--- config.mk ---
export PLATFORM = sky130hd
export DESIGN_NAME = raster_slice_flat
export DESIGN_NICKNAME = d
export VERILOG_FILES = /design/src/common/raster_pkg.sv /design/src/common/quad_out_if.sv /design/src/common/slice_in_if.sv /design/src/raster_slice/raster_slice.sv /design/src/flat_wrapper.sv
export SDC_FILE = /design/constraint.sdc
export NUM_CORES = 1
export LEC_CHECK = 0
export BUFFER_PORTS_ARGS = -buffer_cell sky130_fd_sc_hd__buf_2
export CAP_MARGIN = 20
export CORE_MARGIN = 2
export CORE_UTILIZATION = 55
export DETAILED_ROUTE_END_ITERATION = 10
export PLACE_DENSITY = 0.85
export SYNTH_ARGS = -nofsm -noshare
export SYNTH_HDL_FRONTEND = slang
export SYNTH_SLANG_ARGS = --single-unit
--- constraint.sdc ---
create_clock -name clk -period 6.3 [get_ports clk]
set_clock_uncertainty 0.1 [all_clocks]
set_input_delay 1.26 -clock clk [delete_from_list [all_inputs] [get_ports clk]]
set_output_delay 1.26 -clock clk [all_outputs]
set_load 0.01 [all_outputs]
--- src/common/raster_pkg.sv ---
//////////////////////////////////////////////////
// tile geometry is fixed at 8x8 pixels in 2x2 quads
// slice count and output lanes must stay equal
//////////////////////////////////////////////////

package raster_pkg;

    //////////////////////////////////////////////////
    // widths

    localparam int DIM_BITS  = 12;  // tile and pixel coordinates
    localparam int PID_BITS  = 8;
    localparam int EDGE_BITS = 32;  // signed edge values

    //////////////////////////////////////////////////
    // tile geometry and parallelism

    localparam int TILE_LOGSIZE   = 3;
    localparam int QUADS_PER_TILE = 16;
    localparam int QUAD_IDX_BITS  = 4;

    localparam int NUM_SLICES    = 4;
    localparam int SLICE_BITS    = 2;
    localparam int OUT_LANES     = 4;
    localparam int LANE_CNT_BITS = 3;  // counts 0 to OUT_LANES

    // edge function e(x, y) = a*x + b*y + c
    typedef struct packed {
        logic signed [EDGE_BITS-1:0] a;
        logic signed [EDGE_BITS-1:0] b;
        logic signed [EDGE_BITS-1:0] c;
    } edge_t;

    // one 2x2 quad, pos is the top left pixel
    typedef struct packed {
        logic [DIM_BITS-1:0] pos_x;
        logic [DIM_BITS-1:0] pos_y;
        logic [3:0]          mask;   // bit 0 top left, bit 3 bottom right
        logic [PID_BITS-1:0] pid;
    } raster_quad_t;

endpackage

--- src/common/quad_out_if.sv ---
//////////////////////////////////////////////////
// one quad per valid strobe, no back-pressure
//////////////////////////////////////////////////

`timescale 1ns/1ps

interface quad_out_if;

    logic                     valid;
    raster_pkg::raster_quad_t quad;
    logic                     busy;   // slice is walking a tile

    modport slice (
        output valid,
        output quad,
        output busy
    );

    modport merge (
        input valid,
        input quad,
        input busy
    );

endinterface

--- src/common/slice_in_if.sv ---
//////////////////////////////////////////////////
// one primitive per start strobe, no ready
//////////////////////////////////////////////////

`timescale 1ns/1ps

interface slice_in_if;

    logic                            start;
    logic [raster_pkg::DIM_BITS-1:0] org_x;   // pixel origin of tile
    logic [raster_pkg::DIM_BITS-1:0] org_y;
    logic [raster_pkg::PID_BITS-1:0] pid;
    raster_pkg::edge_t [2:0]         edges;   // c holds value at origin

    modport setup (
        output start,
        output org_x,
        output org_y,
        output pid,
        output edges
    );

    modport slice (
        input start,
        input org_x,
        input org_y,
        input pid,
        input edges
    );

endinterface

--- src/raster_slice/raster_slice.sv ---
//////////////////////////////////////////////////
// a start while walking restarts the walk
// covered when all three edges are >= 0
//////////////////////////////////////////////////

`timescale 1ns/1ps

module raster_slice (
    input  logic      clk,
    input  logic      reset,
    slice_in_if.slice in,
    quad_out_if.slice out
);

    logic                                 active;
    logic [raster_pkg::QUAD_IDX_BITS-1:0] quad_idx;

    logic [raster_pkg::DIM_BITS-1:0]      org_x;
    logic [raster_pkg::DIM_BITS-1:0]      org_y;
    logic [raster_pkg::PID_BITS-1:0]      pid;
    logic signed [raster_pkg::EDGE_BITS-1:0] step_a  [3];
    logic signed [raster_pkg::EDGE_BITS-1:0] step_b  [3];
    logic signed [raster_pkg::EDGE_BITS-1:0] row_val [3];  // at start of quad row
    logic signed [raster_pkg::EDGE_BITS-1:0] cur_val [3];  // at quad top left

    logic [raster_pkg::TILE_LOGSIZE-2:0]  qx;
    logic [raster_pkg::QUAD_IDX_BITS-raster_pkg::TILE_LOGSIZE:0] qy;
    logic signed [raster_pkg::EDGE_BITS-1:0] pix_val [4];
    logic [3:0]                           mask;

    assign qx = quad_idx[raster_pkg::TILE_LOGSIZE-2:0];
    assign qy = quad_idx[raster_pkg::QUAD_IDX_BITS-1:raster_pkg::TILE_LOGSIZE-1];

    //////////////////////////////////////////////////
    // quad walk control

    always_ff @(posedge clk) begin
        if (reset) begin
            active   <= 1'b0;
            quad_idx <= '0;
        end else if (in.start) begin
            active   <= 1'b1;
            quad_idx <= '0;
        end else if (active) begin
            quad_idx <= quad_idx + 1'b1;
            if (quad_idx == raster_pkg::QUAD_IDX_BITS'(raster_pkg::QUADS_PER_TILE - 1)) begin
                active <= 1'b0;  // last quad
            end
        end
    end

    // incremental edge stepping, two pixels per quad
    always_ff @(posedge clk) begin
        if (in.start) begin
            org_x <= in.org_x;
            org_y <= in.org_y;
            pid   <= in.pid;
            for (int e = 0; e < 3; e++) begin
                step_a[e]  <= in.edges[e].a;
                step_b[e]  <= in.edges[e].b;
                row_val[e] <= in.edges[e].c;
                cur_val[e] <= in.edges[e].c;
            end
        end else if (active) begin
            for (int e = 0; e < 3; e++) begin
                if (&qx) begin
                    row_val[e] <= row_val[e] + (step_b[e] <<< 1);
                    cur_val[e] <= row_val[e] + (step_b[e] <<< 1);
                end else begin
                    cur_val[e] <= cur_val[e] + (step_a[e] <<< 1);
                end
            end
        end
    end

    //////////////////////////////////////////////////
    // coverage test

    always_comb begin
        mask = 4'b1111;
        for (int e = 0; e < 3; e++) begin
            pix_val[0] = cur_val[e];
            pix_val[1] = cur_val[e] + step_a[e];
            pix_val[2] = cur_val[e] + step_b[e];
            pix_val[3] = cur_val[e] + step_a[e] + step_b[e];
            for (int p = 0; p < 4; p++) begin
                if (pix_val[p] < 0) begin
                    mask[p] = 1'b0;
                end
            end
        end
    end

    assign out.valid      = active;
    assign out.busy       = active;
    assign out.quad.pos_x = org_x + raster_pkg::DIM_BITS'({qx, 1'b0});
    assign out.quad.pos_y = org_y + raster_pkg::DIM_BITS'({qy, 1'b0});
    assign out.quad.mask  = mask;
    assign out.quad.pid   = pid;

endmodule

--- src/flat_wrapper.sv ---
// flat-port wrapper written by rule: the top's interface ports become plain ports
module raster_slice_flat 
  (clk, reset, in_start, in_org_x, in_org_y, in_pid, in_edges, out_valid, out_quad, out_busy);
  slice_in_if in_i ();
  quad_out_if out_i ();
  input  logic clk;
  input  logic reset;
  input wire logic [$bits(in_i.start)-1:0] in_start;
  input wire logic [$bits(in_i.org_x)-1:0] in_org_x;
  input wire logic [$bits(in_i.org_y)-1:0] in_org_y;
  input wire logic [$bits(in_i.pid)-1:0] in_pid;
  input wire logic [$bits(in_i.edges)-1:0] in_edges;
  output wire logic [$bits(out_i.valid)-1:0] out_valid;
  output wire logic [$bits(out_i.quad)-1:0] out_quad;
  output wire logic [$bits(out_i.busy)-1:0] out_busy;
  assign in_i.start = in_start;
  assign in_i.org_x = in_org_x;
  assign in_i.org_y = in_org_y;
  assign in_i.pid = in_pid;
  assign in_i.edges = in_edges;
  assign out_valid = out_i.valid;
  assign out_quad = out_i.quad;
  assign out_busy = out_i.busy;
  raster_slice u_core (.clk(clk), .reset(reset), .in(in_i), .out(out_i));
endmodule
# --- Word level (Yosys, flattened, before mapping) ---
# Memories as Yosys holds them, arrays and structs flattened.
# Index checks and enable logic that the tools add are counted.
op_classes:
  add_sub_neg: 18
  n_lt_le_gt_ge: 12
  n_eq_ne: 1
  mux: 34
  bitwise_logic: 9
  n_reduce_logical: 2
ops:
  columns: ["operator", "count"]
  rows:
  - ["32-bit adder", 15]
  - ["32-bit by 1-bit less-than comparator with 1-bit output, second input constant", 12]
  - ["32-bit two-way mux", 9]
  - ["1-bit two-way mux", 25]
  - ["12-bit by 3-bit adder with 12-bit output", 2]
  - ["1-bit bitwise OR", 9]
  - ["4-bit by 1-bit adder with 4-bit output, second input constant", 1]
  - ["4-bit == test, second input constant", 1]
  - ["2-bit AND reduction", 1]
  - ["2-bit OR reduction", 1]
totals:
  reg_bits: 37
  ram_bits: 384
  input_bits: 323
  out_inout_bits: 38
  wordCells: 85
  memories: 4
memory_table:
  columns: ["name", "depth", "width", "read_ports", "rd_clocked_by_memory_dff", "write_ports", "line", "rtl"]
  rows:
  - ["u_core.cur_val", 3, 32, 3, 0, 3, "raster_slice.sv:24", "logic signed [raster_pkg::EDGE_BITS-1:0] cur_val [3];"]
  - ["u_core.row_val", 3, 32, 3, 0, 3, "raster_slice.sv:23", "logic signed [raster_pkg::EDGE_BITS-1:0] row_val [3];"]
  - ["u_core.step_a", 3, 32, 3, 0, 3, "raster_slice.sv:21", "logic signed [raster_pkg::EDGE_BITS-1:0] step_a [3];"]
  - ["u_core.step_b", 3, 32, 3, 0, 3, "raster_slice.sv:22", "logic signed [raster_pkg::EDGE_BITS-1:0] step_b [3];"]

# --- Logic depth before layout (Yosys ltp) ---
logic_depth:
  depth_word: 7
  ltp_mapped: 25
  mapped_depth_nobuf: 25

# --- Least setup slack after synthesis ---
# No wires, ideal clock.
synth_path:
  kind: "reg2out"
  startpoint: "memory u_core.cur_val[2][0] (netlist name)"
  endpoint: "output port out_quad[11]"
  arrival_time_ns: 4.814
  slack_ns: 0.126
  stages_incl_launch_ff: 25
  path_buffers: 0
  cell_sequence: "edfxtp_1 -> ha_1 -> inv_1 -> fa_1 -> nand2b_1 -> a21oi_1 -> o21ai_0 -> a21oi_1 -> or2_2 -> and2_1 -> a21o_1 -> a21o_1 -> a21oi_1 -> xnor2_1 -> ha_1 -> a41o_1 -> a21o_1 -> a211o_1 -> a21o_1 -> a211oi_1 -> a211oi_1 -> a2111oi_0 -> xnor2_1 -> xnor2_1 -> nor3_1"
synth_lines:
  columns: ["element", "line", "rtl"]
  rows:
  - ["start, declared", "raster_slice.sv:24", null]
  - ["end, declared", "flat_wrapper.sv:14", "output wire logic [$bits(out_i.quad)-1:0] out_quad;"]

==> flow_summary.toml <==
[worst_hold_path]
min_path_type = "flop to flop"
hold_depth = 2
hp-start = "u_core.row_val[0][64]"
holdPathEnd = "u_core.cur_val[2][0]"

[run_status]
violations = "setup timing"
run_status = "finished, violations left"

[run]
drv_cap = 0

[placed_design]
hpwl_um = 72240
finalWeightedCongestion = 0.9595
io_buffers = 360

[power_and_ir_drop]
vdd_ir_drop_max_mv = 0.3324
swShare_pct = 34.59
p_switching_w = 0.003586
intPower_w = 0.006780
leakage_nw = 17.01
p_per_area_nw_per_um2 = 271.7
power_frac_comb_pct = 37.9
seqPwrFrac_pct = 34.7
power_w = 0.01037
clock_power_share_pct = 27.4

[critical_path]
worst_path_most_repeated_cell = "a21o_1"
startpoint_type = "flop"
cp_num_buf_inv = 5
cp_top_family = "compound AO/OA/AOI/OAI gates"
critPathMaxFanout = 2
cp_slowest_cell = "edfxtp_1"
regToRegStartpoint = "u_core.step_b[0][32]"
worstReg2RegEnd = "u_core.cur_val[1][27]"
end_kind = "primary output"
ff2ff_path_depth = 14
slowest_delay_ns = 0.44
path_class = "flop to primary output"
cp_data_required_time_ns = 4.94
cp.arrival_ns = 5.67
ff2ff_setup_slack_ns = 1.96

[cts]
htree_levels = 2
cts-hold-fix-buffers = 0
ctsRootBufferMaster = "clkbuf_16"
clk-insertion-delay-late_ns = 0.60
cts.clk_slew.worst_paths_ns = 0.06
clock-sinks = 421
cts_buffers = 49
cts_buffer_depth = 3
cts_tree = "done"

[timing]
relSlewSlack_pct = 34.41
rsz0062_at_grt = "true"
maxSlewViolCount = 0
setup_ws_ns = -0.7321
period_share_pct = 111.6
fmax_ghz = 0.1422
finalHoldViolCount = 0
setup_tns_ns = -0.7321
min_period_ns = 7.032
finalSetupViolCount = 1
worst_pin_slew_ns = 0.9839

[drt]
drtIter0Drc = 2380
vias_per_cell = 6.215
drtAntennaViolNets = 0
drc = 0
drt_wl_total_um = 95850
avgRoutedWirePerCell_um = 20.77
first_pass_iters = 7
num_vias = 28680

[synthesis]
synth_common_cells = "ha_1 (458), edfxtp_1 (416), nand2_1 (370)"
ys_ff_latch = 421
synth_cell_types = 80
synth_mux_area_share_pct = 0.7371
yosys.area_share.simple_pct = 13.15
synth_flop_cell = "edfxtp_1"
syn_nets = 4124
synth-edff-count = 416
ys_seq_area_share_pct = 38.44
syn-mean-instance-area_sq_um = 9.832
synth_area_sq_um = 32760
syn_inst = 3332
yosysWarnings = 0
synth_top_area_share_pct = 38.13
synth_top_family_by_area = "compound AO/OA/AOI/OAI gates"
synthAdderAreaFrac_pct = 18.16
synth.top_cells.by_area = "edfxtp_1 (38%), ha_1 (17%), xnor2_1 (4.6%)"
yosys.area_share.xor_xnor_pct = 7.058
async_flop_share_pct = 0
synth_compound_area_share_pct = 20.43
synthMostInstantiatedCell = "ha_1"
yosysTopAreaCell = "edfxtp_1"

[floorplan]
core_sq_um = 58910
dieWidth_um = 248.1
rows = 89
initial_core_util_pct = 55.61
die_height_um = 248.1
ioPinCount = 361
die-area_sq_um = 61530

[layout]
areaGrowthSynthToFinish_pct = 16.48
drive_gt1_share_pct = 17.21
fillerInstances = 4599
nets = 4593

[global_route]
grt_first_pass_wirelength_um = 145100
grt_pass1_vias = 27750
grt_max_degree = 90
antenna_found_initial = 7
grt_use_total_pct = 30.23
gr-total-overflow = 0
## power groups by stage
stage / clock network (W) / logic [W] / registers (W)
after floorplan: 0 / 0.00266 / 0.00355
after global placement: 0 / 0.00360 / 0.00363
after detailed placement: 0 / 0.00369 / 0.00364
after CTS: 0.00286 / 0.00382 / 0.00359
after global routing: 0.00296 / 0.00435 / 0.00361
final: 0.00284 / 0.00393 / 0.00360
## tightest hold or removal path: cells and delay by family (launching register included)
kind / cells / cell delay, ns
DFF: 1 / 0.33
and+or+nand+nor: 2 / 0.10
## flip-flops by register name, indices dropped and copies added, names as in the netlist
| name | cells |
|---|---|
| u_core.pid | 8 |
| u_core.org_y | 12 |
| u_core.cur_val | 96 |
| u_core.row_val | 96 |
| u_core.step_b | 96 |
| u_core.step_a | 96 |
| u_core.org_x | 12 |
| u_core.out.busy | 1 |
| u_core.quad_idx | 4 |
## area by class of cell
type / instances / area (sq um) / share of cell area [%]
clock buffer: 56 / 1252 / 3.282
timing repair buffer: 494 / 2849 / 7.466
multi-input combinational: 2737 / 19830 / 51.95
sequential: 421 / 12590 / 33.00
inverter: 98 / 367.9 / 0.9640
antenna: 5 / 12.51 / 0.03279
clock inverter: 30 / 292.8 / 0.7673
tap: 773 / 967.2 / 2.535
## per-layer routing
layer,GRT usage [%],wire length (um)
met1,38.00,37650
met2,51.47,45460
met3,4.676,8536
met4,13.35,4155
met5,0,46
## how the worst max path moves through the flow
stage | from | to | slack [ns] | depth (start not counted)
after global placement | u_core.cur_val[2][0] | out_quad[11] | -0.67 | 27
after CTS | u_core.step_a[0][32] | out_quad[11] | -0.70 | 26
after detailed placement | u_core.step_a[0][64] | out_quad[11] | -0.81 | 27
after floorplan | u_core.cur_val[2][0] | out_quad[11] | 0.13 | 24
final | u_core.cur_val[2][4] | out_quad[11] | -0.73 | 27
after global routing | u_core.cur_val[2][0] | out_quad[11] | -0.96 | 27
## stage by stage
step	cells	util [%]	instance area (sq um)	setup slack, ns	hold slack [ns]
3_3_place_gp	4508	61.45	36200	-0.6669	0.3966
6_report	4614	64.78	38160	-0.7321	0.4335
4_1_cts	4602	64.46	37970	-0.7014	0.4382
2_1_floorplan	3332	-	32760	0.1257	0.3836
3_5_place_dp	4508	61.45	36200	-0.8106	0.4041
5_1_grt	4610	64.76	38150	-0.9600	0.4881
## repair_timing
item / in CTS / in global routing
resized for setup: 44 / 23
pin swaps: 25 / 41
setup endpoints to repair: 1 / 1
buffers inserted: 8 / 6
gates cloned: 0 / 0
## placed cells by master (no fill, tap or decap), drive strengths merged, types with 39 or more instances in the layout
cell type | synthesis | routed
ha | 458 | 458
o21ai | 268 | 268
nand2b | 51 | 51
nor3 | 48 | 48
inv | 97 | 100
nand3 | 65 | 65
clkbuf | 65 | 57
nand2 | 370 | 370
a211oi | 40 | 40
xnor2 | 173 | 173
a21oi | 296 | 296
buf | 11 | 493
xor2 | 91 | 91
nor2 | 207 | 207
edfxtp | 416 | 416
a21o | 157 | 157
o21bai | 39 | 39
## cell families (layout without fill, tap and decap cells)
| group | count (synthesis) | in the layout |
|---|---|---|
| AOI/OAI and AO/OA | 1052 | 1052 |
| xor gates and xnor gates | 264 | 264 |
| adders and majority gates | 469 | 469 |
| buffers and inverters | 174 | 678 |
| DFF | 421 | 421 |
| muxes | 23 | 23 |
| other | 0 | 5 |
| and+or+nand+nor | 929 | 929 |
(Power assumes the default switching activity.)
